[src/verilog/lsu_consts.svh]
`ifndef LSU_CONSTS_SVH
`define LSU_CONSTS_SVH

// ------------------------------
// widths
// ------------------------------

// register and address width
`define LSU_XLEN 32

// bus data width and its byte lanes
`define LSU_BUS_W 64
`define LSU_LANES 8

// register index
`define LSU_REG_W 5

// ------------------------------
// bus size codes
// ------------------------------
`define LSU_SIZE_B 3'd0
`define LSU_SIZE_H 3'd1
`define LSU_SIZE_W 3'd2

`endif

[src/verilog/lsu_pkg.sv]
`default_nettype none

`include "lsu_consts.svh"

package lsu_pkg;

	// one-hot access kind, exactly one bit set per request
	typedef struct packed {
		logic lw;
		logic lh;
		logic lhu;
		logic lb;
		logic lbu;
		logic sw;
		logic sh;
		logic sb;
	} lsu_kind_t;

	typedef struct packed {
		logic [`LSU_XLEN-1:0]  base;
		logic [`LSU_XLEN-1:0]  offset;
		logic [`LSU_XLEN-1:0]  store_data;
		logic [`LSU_REG_W-1:0] rd;
		lsu_kind_t             kind;
	} lsu_req_t;

	// one bus word, flat or by byte lane
	typedef union packed {
		logic [`LSU_BUS_W-1:0]      flat;
		logic [`LSU_LANES-1:0][7:0] lanes;
	} bus_word_u;

	// everything both FSMs and the load merge need for one request
	typedef struct packed {
		logic [`LSU_XLEN-1:0]  first_addr;
		logic [`LSU_XLEN-1:0]  second_addr;
		logic [`LSU_LANES-1:0] first_strb;
		logic [`LSU_LANES-1:0] second_strb;
		logic [2:0]            size;
		logic                  need_second;
		bus_word_u             wdata;
	} beat_plan_t;

endpackage

`default_nettype wire

[src/verilog/lsu_lane_plan.sv]
`default_nettype none

`include "lsu_consts.svh"

module lsu_lane_plan (
	input  wire lsu_pkg::lsu_req_t   req,
	output lsu_pkg::beat_plan_t      plan
);
	import lsu_pkg::*;

	logic [`LSU_XLEN-1:0]    addr;
	logic                    is_word;
	logic                    is_half;
	logic [3:0]              mask;
	logic [7:0]              span;
	logic                    split;
	logic [2:0]              size;
	logic [5:0]              shamt;
	logic [2*`LSU_BUS_W-1:0] doubled;
	bus_word_u               wdata_rot;

	// ------------------------------
	// address and access width
	// ------------------------------
	assign addr = req.base + req.offset;

	assign is_word = req.kind.lw | req.kind.sw;
	assign is_half = req.kind.lh | req.kind.lhu | req.kind.sh;

	// bytes touched, relative to the 4-byte group
	assign mask = is_word ? 4'b1111 : (is_half ? 4'b0011 : 4'b0001);

	// low nibble stays in this group, high nibble spills into the next
	assign span = {4'b0000, mask} << addr[1:0];

	// word unless aligned, half only at offset 3
	assign split = (is_word && addr[1:0] != 2'd0) ||
		(is_half && addr[1:0] == 2'd3);

	assign size = is_word ? `LSU_SIZE_W : (is_half ? `LSU_SIZE_H : `LSU_SIZE_B);

	// ------------------------------
	// write data
	// ------------------------------

	// rotate left by whole bytes, so byte i lands in lane (addr + i) mod 8
	assign shamt = {addr[2:0], 3'b000};
	assign doubled = {2{{`LSU_XLEN'd0, req.store_data}}} << shamt;

	always_comb begin
		wdata_rot.flat = doubled[2*`LSU_BUS_W-1:`LSU_BUS_W];
	end

	// ------------------------------
	// beat plan
	// ------------------------------
	always_comb begin
		plan.first_addr = addr;

		// next 4-byte boundary, carry ripples into the upper bits
		plan.second_addr = {addr[`LSU_XLEN-1:2] + 1'b1, 2'b00};

		// first beat stays in the half of the bus selected by addr[2]
		if (addr[2]) begin
			plan.first_strb = {span[3:0], 4'b0000};
		end else begin
			plan.first_strb = {4'b0000, span[3:0]};
		end

		// spilled bytes sit in the other half, lane of the next aligned address
		if (!split) begin
			plan.second_strb = 8'h00;
		end else if (addr[2]) begin
			plan.second_strb = {4'b0000, span[7:4]};
		end else begin
			plan.second_strb = {span[7:4], 4'b0000};
		end

		plan.size = size;
		plan.need_second = split;
		plan.wdata = wdata_rot;
	end

endmodule

`default_nettype wire

[src/verilog/lsu_load_merge.sv]
`default_nettype none

`include "lsu_consts.svh"

module lsu_load_merge (
	input  wire lsu_pkg::lsu_kind_t   kind,
	input  wire lsu_pkg::beat_plan_t  plan,
	input  wire lsu_pkg::bus_word_u   first_beat,
	input  wire lsu_pkg::bus_word_u   last_beat,
	output logic [`LSU_XLEN-1:0]      load_data
);

	logic [3:0][7:0]        grouped;
	logic [2*`LSU_XLEN-1:0] pair;
	logic [`LSU_XLEN-1:0]   aligned;

	// ------------------------------
	// gather lanes
	// ------------------------------

	// lane i folds onto byte i mod 4; the two strobes never share a slot
	always_comb begin
		grouped = '0;
		for (int i = 0; i < `LSU_LANES; i++) begin
			if (plan.first_strb[i]) begin
				grouped[i % 4] = grouped[i % 4] | first_beat.lanes[i];
			end
			if (plan.second_strb[i]) begin
				grouped[i % 4] = grouped[i % 4] | last_beat.lanes[i];
			end
		end
	end

	// lowest address to byte 0
	assign pair = {grouped, grouped} >> {plan.first_addr[1:0], 3'b000};
	assign aligned = pair[`LSU_XLEN-1:0];

	// ------------------------------
	// extend
	// ------------------------------
	always_comb begin
		if (kind.lh) begin
			load_data = {{16{aligned[15]}}, aligned[15:0]};
		end else if (kind.lhu) begin
			load_data = {16'h0000, aligned[15:0]};
		end else if (kind.lb) begin
			load_data = {{24{aligned[7]}}, aligned[7:0]};
		end else if (kind.lbu) begin
			load_data = {24'h000000, aligned[7:0]};
		end else begin
			load_data = aligned;
		end
	end

endmodule

`default_nettype wire

[src/verilog/lsu_read_fsm.sv]
`default_nettype none

`include "lsu_consts.svh"

module lsu_read_fsm (
	input  wire                       clock,
	input  wire                       reset,
	input  wire                       start,
	input  wire lsu_pkg::beat_plan_t  plan,
	input  wire                       arready,
	input  wire                       rvalid,
	input  wire [`LSU_BUS_W-1:0]      rdata,
	output logic                      arvalid,
	output logic [`LSU_XLEN-1:0]      araddr,
	output logic [2:0]                arsize,
	output logic                      rready,
	output lsu_pkg::bus_word_u        first_beat,
	output lsu_pkg::bus_word_u        last_beat,
	output logic                      done
);

	typedef enum logic [1:0] {
		rd_idle,
		rd_addr,
		rd_resp,
		rd_second
	} rd_state_t;

	rd_state_t state;
	logic      second;
	logic      last;

	assign last = !plan.need_second || second;

	// rready is always high in rd_resp
	assign done = (state == rd_resp) && rvalid && last;

	// ------------------------------
	// control
	// ------------------------------
	always_ff @(posedge clock) begin
		if (reset) begin
			state <= rd_idle;
			arvalid <= 1'b0;
			rready <= 1'b0;
			second <= 1'b0;
		end else begin
			case (state)
				rd_idle: if (start) begin
					arvalid <= 1'b1;
					second <= 1'b0;
					state <= rd_addr;
				end
				rd_addr: if (arready) begin
					arvalid <= 1'b0;
					rready <= 1'b1;
					state <= rd_resp;
				end
				rd_resp: if (rvalid) begin
					rready <= 1'b0;
					state <= last ? rd_idle : rd_second;
				end
				// first beat is finished, go for the spilled bytes
				rd_second: begin
					arvalid <= 1'b1;
					second <= 1'b1;
					state <= rd_addr;
				end
				default: state <= rd_idle;
			endcase
		end
	end

	// ------------------------------
	// address and captured beats
	// ------------------------------
	always_ff @(posedge clock) begin
		if (state == rd_idle && start) begin
			araddr <= plan.first_addr;
			arsize <= plan.size;
		end else if (state == rd_second) begin
			araddr <= plan.second_addr;
		end
		if (state == rd_resp && rvalid) begin
			last_beat.flat <= rdata;
			if (!second) begin
				first_beat.flat <= rdata;
			end
		end
	end

endmodule

`default_nettype wire

[src/verilog/lsu_top.sv]
`default_nettype none

`include "lsu_consts.svh"

module lsu_top (
	input  wire                      clock,
	input  wire                      reset,
	input  wire                      in_valid,
	input  wire lsu_pkg::lsu_req_t   in_req,
	output logic                     in_allowin,
	output logic                     retire,
	output logic                     regfile_wen,
	output logic [`LSU_REG_W-1:0]    regfile_waddr,
	output logic [`LSU_XLEN-1:0]     regfile_wdata,
	output logic                     arvalid,
	output logic [`LSU_XLEN-1:0]     araddr,
	output logic [2:0]               arsize,
	input  wire                      arready,
	input  wire                      rvalid,
	input  wire [`LSU_BUS_W-1:0]     rdata,
	output logic                     rready,
	output logic                     awvalid,
	output logic [`LSU_XLEN-1:0]     awaddr,
	output logic [2:0]               awsize,
	input  wire                      awready,
	output logic                     wvalid,
	output logic [`LSU_BUS_W-1:0]    wdata,
	output logic [`LSU_LANES-1:0]    wstrb,
	input  wire                      wready,
	input  wire                      bvalid,
	output logic                     bready
);
	import lsu_pkg::*;

	lsu_req_t   req_r;
	beat_plan_t plan;
	bus_word_u  first_beat;
	bus_word_u  last_beat;
	logic       busy;
	logic       start_r;
	logic       accept;
	logic       is_load;
	logic       rd_done;
	logic       wr_done;

	// ------------------------------
	// request register
	// ------------------------------
	assign in_allowin = !busy || retire;
	assign accept = in_valid && in_allowin;

	always_ff @(posedge clock) begin
		if (accept) begin
			req_r <= in_req;
		end
	end

	// one request in flight, FSMs kick off the cycle after acceptance
	always_ff @(posedge clock) begin
		if (reset) begin
			busy <= 1'b0;
			start_r <= 1'b0;
			retire <= 1'b0;
		end else begin
			busy <= accept || (busy && !retire);
			start_r <= accept;
			retire <= rd_done || wr_done;
		end
	end

	assign is_load = req_r.kind.lw | req_r.kind.lh | req_r.kind.lhu |
		req_r.kind.lb | req_r.kind.lbu;

	// beats are registered, so the merged value holds through retire
	assign regfile_wen = retire && is_load;
	assign regfile_waddr = req_r.rd;

	lsu_lane_plan u_lane_plan (
		.req  (req_r),
		.plan (plan)
	);

	lsu_read_fsm u_read_fsm (
		.clock      (clock),
		.reset      (reset),
		.start      (start_r && is_load),
		.plan       (plan),
		.arready    (arready),
		.rvalid     (rvalid),
		.rdata      (rdata),
		.arvalid    (arvalid),
		.araddr     (araddr),
		.arsize     (arsize),
		.rready     (rready),
		.first_beat (first_beat),
		.last_beat  (last_beat),
		.done       (rd_done)
	);

	lsu_write_fsm u_write_fsm (
		.clock   (clock),
		.reset   (reset),
		.start   (start_r && !is_load),
		.plan    (plan),
		.awready (awready),
		.wready  (wready),
		.bvalid  (bvalid),
		.awvalid (awvalid),
		.awaddr  (awaddr),
		.awsize  (awsize),
		.wvalid  (wvalid),
		.wdata   (wdata),
		.wstrb   (wstrb),
		.bready  (bready),
		.done    (wr_done)
	);

	lsu_load_merge u_load_merge (
		.kind       (req_r.kind),
		.plan       (plan),
		.first_beat (first_beat),
		.last_beat  (last_beat),
		.load_data  (regfile_wdata)
	);

endmodule

`default_nettype wire

[src/verilog/lsu_write_fsm.sv]
`default_nettype none

`include "lsu_consts.svh"

module lsu_write_fsm (
	input  wire                       clock,
	input  wire                       reset,
	input  wire                       start,
	input  wire lsu_pkg::beat_plan_t  plan,
	input  wire                       awready,
	input  wire                       wready,
	input  wire                       bvalid,
	output logic                      awvalid,
	output logic [`LSU_XLEN-1:0]      awaddr,
	output logic [2:0]                awsize,
	output logic                      wvalid,
	output logic [`LSU_BUS_W-1:0]     wdata,
	output logic [`LSU_LANES-1:0]     wstrb,
	output logic                      bready,
	output logic                      done
);

	typedef enum logic [2:0] {
		wr_idle,
		wr_aw,
		wr_w,
		wr_b,
		wr_second
	} wr_state_t;

	wr_state_t state;
	logic      second;
	logic      last;

	assign last = !plan.need_second || second;

	// bready is always high in wr_b
	assign done = (state == wr_b) && bvalid && last;

	// ------------------------------
	// control
	// ------------------------------
	always_ff @(posedge clock) begin
		if (reset) begin
			state <= wr_idle;
			awvalid <= 1'b0;
			wvalid <= 1'b0;
			bready <= 1'b0;
			second <= 1'b0;
		end else begin
			case (state)
				wr_idle: if (start) begin
					awvalid <= 1'b1;
					second <= 1'b0;
					state <= wr_aw;
				end
				// data only goes out after its address was taken
				wr_aw: if (awready) begin
					awvalid <= 1'b0;
					wvalid <= 1'b1;
					state <= wr_w;
				end
				wr_w: if (wready) begin
					wvalid <= 1'b0;
					bready <= 1'b1;
					state <= wr_b;
				end
				wr_b: if (bvalid) begin
					bready <= 1'b0;
					state <= last ? wr_idle : wr_second;
				end
				wr_second: begin
					awvalid <= 1'b1;
					second <= 1'b1;
					state <= wr_aw;
				end
				default: state <= wr_idle;
			endcase
		end
	end

	// ------------------------------
	// payload
	// ------------------------------
	always_ff @(posedge clock) begin
		if (state == wr_idle && start) begin
			awaddr <= plan.first_addr;
			awsize <= plan.size;
		end else if (state == wr_second) begin
			awaddr <= plan.second_addr;
		end
		// same rotated word for both beats, only the strobe moves
		if (state == wr_aw && awready) begin
			wdata <= plan.wdata.flat;
			wstrb <= second ? plan.second_strb : plan.first_strb;
		end
	end

endmodule

`default_nettype wire
[config.mk]
export PLATFORM = sky130hd
export DESIGN_NAME = lsu_top
export DESIGN_NICKNAME = d
export VERILOG_FILES = /design/src/verilog/lsu_pkg.sv /design/src/verilog/lsu_lane_plan.sv /design/src/verilog/lsu_load_merge.sv /design/src/verilog/lsu_read_fsm.sv /design/src/verilog/lsu_top.sv /design/src/verilog/lsu_write_fsm.sv
export VERILOG_INCLUDE_DIRS = /design/src /design/src/verilog
export SDC_FILE = /design/constraint.sdc
export NUM_CORES = 1
export LEC_CHECK = 0
export ABC_AREA = 0
export BUFFER_PORTS_ARGS = -buffer_cell sky130_fd_sc_hd__buf_2
export CORE_ASPECT_RATIO = 1.75
export CORE_MARGIN = 10
export CORE_UTILIZATION = 46
export CTS_BUF_LIST = sky130_fd_sc_hd__clkbuf_8
export DETAILED_ROUTE_END_ITERATION = 12
export PLACE_DENSITY = 0.65
export RECOVER_POWER = 50
export SYNTH_ARGS = -nofsm -noshare
export SYNTH_HDL_FRONTEND = slang
export SYNTH_HIERARCHICAL = 1
export SYNTH_SLANG_ARGS = --single-unit
export TNS_END_PERCENT = 5
[constraint.sdc]
create_clock -name clock -period 10.79 [get_ports clock]
set_clock_uncertainty 0.15 [all_clocks]
set_input_delay 0 -clock clock [delete_from_list [all_inputs] [get_ports clock]]
set_output_delay 0 -clock clock [all_outputs]
set_load 0.02 [all_outputs]
# Word level (Yosys, flattened, before mapping)
# Index checks and enable logic that the tools add are counted.
# word_totals
register_bits,393
latch_bits,0
ram_bits,0
romBits,0
inputBits,181
out_inout_bits,187
elab_cells,179
memories,0
# op_classes
n_addsub,2
multipliers,0
div_mod_pow,0
order_cmp,0
eq_ne,15
shifts,3
muxes,62
bitwise_logic,20
reduce_logical,46
# ops
operator,n
$mux 32,8
$mux 8,20
$shl 96x6->128,1
$or 8x8->8,12
$shr 64x5->32,1
$add 32x32->32,1
$add 30x1->30 const B,1
$mux 3,6
$reduce_and 3->1,6
$reduce_bool 2->1,8
$pmux 3 s5,1
$logic_and 1x1->1,14
$mux 1,13
$mux 2,5
$ne 2x2->1 const B,5
$pmux 1 s2,5
$pmux 2 s4,1
$shl 4x2->8,1
$or 1x1->1,7
$eq 2x2->1 const B,3
$eq 3x2->1 const B,2
$logic_or 1x1->1,6
$pmux 1 s3,2
$reduce_and 2->1,3
other kinds (11),16

# Longest topological paths before layout
# Gate-level depths: netlist (run 1).
# logic_depth
depth_word,18
depth_mapped,14
ltp_nobuf,13

# Modules after synthesis
# The synthesis (run 1) kept the hierarchy.
# by_module_without_submodules
module,n_inst,cells_per_inst,area_per_inst_um2,seq_area_each_um2
lsu_read_fsm,1,245,5719.2,4994.8
lsu_write_fsm,1,197,4116.4,3353.2
lsu_lane_plan,1,613,3844.9,0.0
lsu_top,1,129,3444.6,3333.2
lsu_load_merge,1,218,1926.8,0.0

# Worst setup path before layout (run 1)
# No wires, ideal clock.
# synth_timing
path_kind,register to register
startpoint,register req_r[45] (netlist name)
endpoint,"register u_read_fsm.araddr[28], data pin"
setup_time_ns,0.262
t_arrival_ns,3.792
t_required_ns,10.378
path_slack_ns,6.586
path_stages_with_launch,13
n_path_buf,1
synth_period_minus_slack_ns,4.204
cell_sequence,edfxtp_1 ha_1 fa_1 xor2_1 clkbuf_1 ha_1 nand3_1 nor4_4 or3b_4 nor4_4 nand4_1 xnor2_1 mux2_1
# synth_rtl
element,line,rtl
from (decl),lsu_top.sv:35,lsu_req_t req_r;
from (signal assigned),lsu_top.sv:54,req_r <= in_req;
to (signal assigned),lsu_read_fsm.sv:79,araddr <= plan.first_addr;
to (signal assigned),lsu_read_fsm.sv:82,araddr <= plan.second_addr;
to (decl),lsu_read_fsm.sv:14,"output logic [`LSU_XLEN-1:0] araddr,"

==> run metrics, run 1 <==
Routed wire per std cell 22.1 µm; Syn Area/Cell 13.6 µm²; Placement Cell Area 0.0212 mm²; Slew Viols, Final 110; Cell Chain, Critical Path ha_4 -> fa_4 -> buf_4 -> nand2_1 -> nor3_1 -> a22oi_2 -> nand2_1 -> o22ai_2 -> a2111o_1 -> nand3_1 -> buf_2; PD cells 149 mW/mm²; vias in the first global route 15504; final wirelength 60000 µm; fraction of layout cells with a size suffix above 1 about 20%; worst slew pin tran about 3.8 ns; Total GRT Usage 23.1%; max_cap viols 2; Worst-path clk slew 0.06 ns; startpoint types register; Final setup violation count 0; CTS tree yes; cell mode on critical path nand2_1; row count between 90 and 100; TritonCTS Buffers 56; WS Path Type reg -> out; Final Non-Filler Cells roughly 2700; worst hold-check path type in -> reg; Syn Inst Count about 1400; Slew headroom -154%; setup_tns 0 ns; crit-path max FO 41; Initial Util 46.6%; # placed instances between 2000 and 2500; Max Fclk 0.178 GHz; Nets roughly 2300; FILL cells 3146; root buf cell clkbuf_8; Worst Path Arrival ~5.5 ns; HPWL Detailed 41400 µm; run status complete, but fails checks; kind of cell adding the most delay to the critical path simple AND/OR/NAND/NOR gates; Via Count 14588; Core Util, Final approximately 62%; largest net degree at the start of global routing 85; Multi-input gate area 0.00672 mm²; Initial DRC Count 900; maximum VDD drop 0.000108 V; synthesized area 0.0190 mm²; Via-to-Cell Ratio 5.37; cell depth of the worst setup path 11; Slowest-stage cell, CP fa_4; Slowest Stage Delay on Critical Path 0.98 ns; period utilization 52.1%; fin crit period 5.62 ns; failing checks capacitance limit, slew limit; Clock Sink Count 393; Congestion Overflow GR 0; FF-to-FF path depth 12; # port buffers around 370; register area around 0.012 mm²; final hold viol count 0; DIE WIDTH about 170 µm; DIE AREA 0.0502 mm²; CP Capture Type output pin; clk_lat worst skew about 0.63 ns; total I/O pin count 368; yosys warns 6; initial antenna violation count 6; area delta synth->final 34.0%; CTS Buffer Depth 3; RSZ-0062 raised after global routing no; DRT Pass-1 Iters 5; Worst Hold Depth 2; total power 3.79 mW; core area between 0.04 and 0.05 mm²; H-Tree Depth 2; Placer Congestion 0.924; Worst EP required 10.64 ns; Buf/Inv on CP 2; die height just under 300 µm; Routed Antenna Nets 0; Final Instance Area 0.0255 mm²; Post-route DRC 0; first-pass GRT wire length 90700 µm; Leak 9.58 nW
timing repair:
item / CTS / global route
setup buffers: 0 / 0
gates resized for setup: 0 / 0
hold buffers: 352 / 0
hold endpoints to repair: 298 / 0
setup endpoints to repair: 0 / 0
sequential cells by signal, indices dropped and copies added, names as in the netlist:
name                   count
req_r                    103
regfile_waddr              5
u_write_fsm/awsize         3
u_read_fsm/araddr         32
u_read_fsm/last_beat      64
busy                       1
u_write_fsm/wvalid         1
u_read_fsm/second          1
u_write_fsm/wstrb          8
start_r                    1
u_read_fsm/arsize          3
u_read_fsm/rready          1
u_write_fsm/state          3
u_write_fsm/wdata         64
u_read_fsm/state           2
u_write_fsm/awaddr        32
u_write_fsm/second         1
u_write_fsm/bready         1
u_write_fsm/awvalid        1
retire                     1
u_read_fsm/first_beat     64
u_read_fsm/arvalid         1
power breakdown:
group	switching, mW	leakage (nW)	total [mW]	internal [mW]
Combinational	0.543	5.42	0.953	0.410
Clock	0.567	0.565	1.06	0.494
Sequential	0.0211	3.59	1.77	1.75
Total	1.13	9.58	3.79	2.66
layout by cell type, fill, tap and decap left out, types with 13 or more instances in the layout:
| cell | instances |
|---|---|
| edfxtp_1 | 378 |
| dlygate4sd3_1 | 352 |
| buf_2 | 202 |
| nand2_1 | 173 |
| clkbuf_1 | 163 |
| nor2_1 | 85 |
| a22oi_1 | 59 |
| clkbuf_8 | 57 |
| a21oi_1 | 56 |
| inv_1 | 53 |
| mux2_2 | 45 |
| o21ai_0 | 39 |
| xnor2_1 | 37 |
| ha_1 | 35 |
| mux4_2 | 30 |
| nand3_1 | 28 |
| mux2i_1 | 23 |
| mux2_4 | 20 |
| clkinv_1 | 16 |
| buf_4 | 16 |
| o22ai_1 | 16 |
| dfxtp_1 | 15 |
| xor2_1 | 15 |
| nor3_1 | 13 |
| mux2_1 | 13 |
routing by layer:
metal  vias up  part of all wire, %  track usage [%]
met5         -                0.013                0
met4         2                  4.7             11.5
met3       143                  6.3             5.21
met2       590                   55             44.2
met1      7072                   34             23.0
li1       6781                    -                -
final cells by class:
type | count | share of cell area [%]
antenna | 5 | 0.0491
clock buffer | 57 | 3.08
clock inverter | 43 | 0.776
inverter | 40 | 0.589
multi-input combinational | 895 | 26.4
sequential | 393 | 45.7
tap | 550 | 2.70
timing repair buffer | 735 | 20.7
path summary, 6_finish.rpt:
kind / from / slack [ns] / endpoint
worst min register to register: u_write_fsm/awvalid$_SDFFE_PP0P_ / 0.33 / u_write_fsm/awvalid$_SDFFE_PP0P_
worst min-delay path: in_req[21] / 0.04 / req_r[21]$_DFFE_PP_
worst max register to register: req_r[45]$_DFFE_PP_ / 5.85 / u_read_fsm/araddr[31]$_DFFE_PP_
worst max-delay path: req_r[45]$_DFFE_PP_ / 5.17 / regfile_wdata[31]
per-stage QoR:
step           hold WS [ns]  worst slack [ns]
2_1_floorplan       -0.0809              6.59
3_3_place_gp         0.0260              5.88
3_5_place_dp         0.0281              5.82
4_1_cts             0.00125              5.15
5_1_grt             0.00854              4.73
6_report             0.0360              5.17
Note: power is estimated with default switching activity, not from simulation.
==> inputs of run 2 (changes only) <==
--- a/config.mk
+++ b/config.mk
@@ -6,14 +6,14 @@
 export SDC_FILE = /design/constraint.sdc
 export NUM_CORES = 1
 export LEC_CHECK = 0
-export ABC_AREA = 0
+export ABC_AREA = 1
 export BUFFER_PORTS_ARGS = -buffer_cell sky130_fd_sc_hd__buf_2
 export CORE_ASPECT_RATIO = 1.75
 export CORE_MARGIN = 10
 export CORE_UTILIZATION = 46
 export CTS_BUF_LIST = sky130_fd_sc_hd__clkbuf_8
 export DETAILED_ROUTE_END_ITERATION = 12
-export PLACE_DENSITY = 0.65
+export PLACE_DENSITY = 0.67
 export RECOVER_POWER = 50
 export SYNTH_ARGS = -nofsm -noshare
 export SYNTH_HDL_FRONTEND = slang
==> constraint.sdc (replaced) <==
create_clock -name clock -period 5.1 [get_ports clock]
set_clock_uncertainty 0.15 [all_clocks]
set_input_delay 0 -clock clock [delete_from_list [all_inputs] [get_ports clock]]
set_output_delay 0 -clock clock [all_outputs]
set_load 0.02 [all_outputs]
==> run metrics, run 2 <==
Routed Antenna Nets 0; RSZ-0062 raised after global routing no; root buf cell clkbuf_8; H-Tree Depth 2; CTS Buffer Depth 3; kind of cell adding the most delay to the critical path simple AND/OR/NAND/NOR gates; worst setup path start req_r[45]$_DFFE_PP_; worst slew pin tran around 2.5 ns; largest register by flop count req_r; Reg-to-Reg Start retire$_SDFF_PP0_; Clock Sink Count 393; Routed wire per std cell 18.0 µm; largest net degree at the start of global routing 102; Initial Util 46.3%; Max Fclk 0.206 GHz; final hold viol count 0; first-pass GRT wire length ~100000 µm; Largest register FFs approximately 100; maximum VDD drop 0.000241 V; fin crit period 4.86 ns; Via Count 18621; fraction of layout cells with a size suffix above 1 11.7%; Cell Chain, Critical Path ha_2 -> fa_4 -> nor2_1 -> clkinv_1 -> nor2_1 -> nand2_1 -> nand2_1 -> nor2_1 -> nand2_1 -> nand3_2 -> nand2_2 -> nand3_1 -> o21ai_1 -> buf_2; DIE AREA between 0.05 and 0.06 mm²; Placer Congestion between 0.9 and 1; final wirelength ~66000 µm; Slowest-stage cell, CP nor2_1; Slew headroom -69.7%; clk_lat worst skew between 0.6 and 0.7 ns; failing checks capacitance limit, slew limit; cell depth of the worst setup path 14; row count 102; register area 0.0117 mm²; Final Non-Filler Cells 3692; max_cap viols 1; HP Start in_valid; Syn Area/Cell 8.67 µm²; PD cells 337 mW/mm²; FILL cells 3707; TritonCTS Buffers 55; startpoint types register; vias in the first global route about 19000; crit-path max FO 10; initial antenna violation count 9; DIE WIDTH 179 µm; Syn Inst Count between 2000 and 2500; Worst EP required 4.95 ns; yosys warns 6; # placed instances about 3200; run status complete, but fails checks; Post-CTS Setup Bufs 0; Slew Viols, Final between 100 and 150; Worst Hold Depth 4; Final setup violation count 0; area delta synth->final 33.3%; Via-to-Cell Ratio 5.04; commonest non-fill, non-tap cell in the layout nand2_1; Post-route DRC 0; Slowest Stage Delay on Critical Path 0.77 ns; Core Util, Final about three fifths; total I/O pin count between 300 and 400; Hold WS 0.129 ns; core area about 0.044 mm²; most frequent cells in the layout nand2_1, edfxtp_1, dlygate4sd3_1; Multi-input gate area around 0.0073 mm²; Buf/Inv on CP 2; Worst Path Arrival ~4.7 ns; Leak 12.1 nW; Initial DRC Count 1586; CTS tree yes; die height about 300 µm; Total GRT Usage 24.1%; FF-to-FF path depth 3; worst hold-check path type in -> reg; WS Path Type reg -> out; setup_tns 0 ns; # port buffers 366; synthesized area 0.0204 mm²; period utilization 95.3%; Congestion Overflow GR 0; Worst-path clk slew 0.08 ns; CP Capture Type output pin; Nets ~3300; HPWL Detailed around 46000 µm; DRT Pass-1 Iters 6
-- run 2: path summary, 6_finish.rpt --
check | slack [ns] | endpoint
worst min register to register | 0.32 | u_read_fsm/arvalid$_SDFFE_PP0P_
worst min-delay path | 0.13 | start_r$_SDFF_PP0_
worst max-delay path | 0.24 | regfile_wdata[12]
worst max register to register | 1.46 | req_r[95]$_DFFE_PP_
-- run 2: power by group --
| group | total, mW | internal (mW) | switching, mW |
|---|---|---|---|
| registers | 3.92 | 3.83 | 0.0817 |
| logic | 2.47 | 0.787 | 1.68 |
| clock network | 2.78 | 1.50 | 1.27 |
-- run 2: area by class of cell --
cell class                      count  area share [%]
Tap cell                          572            2.64
Sequential cell                   393            42.9
Inverter                          231            3.19
Antenna cell                        8          0.0737
Timing Repair Buffer              745            19.6
Clock inverter                     45            1.73
Clock buffer                       56            2.84
Multi-Input combinational cell   1642            27.0
-- run 2: repair_timing --
action | 4_1_cts | 5_1_grt
hold buffers | 357 | 0
hold endpoints to repair | 302 | 0
resized for setup | 0 | 0
-- run 2: routing by layer --
metal | wire length, µm | vias to the layer above | track usage [%]
li1 | - | 9006 | -
met1 | 24000 | 8557 | 26.0
met2 | 33800 | 851 | 43.1
met3 | 5060 | 205 | 4.85
met4 | 3480 | 2 | 12.4
met5 | 13 | - | 0
-- run 2: worst min-delay path: stages --
cell and delay (ns):
dlygate4sd3_1 0.55, buf_2 0.13, inv_1 0.10, nor3_1 0.07
-- run 2: per-stage QoR --
step	cell area, µm²	total power [mW]	setup WS [ns]
floorplan	20400	5.50	0.747
global placement	22600	6.16	1.05
detailed placement	22600	6.21	0.971
CTS	27400	9.18	0.255
global route	27200	9.61	0.0118
finish	27200	9.16	0.240
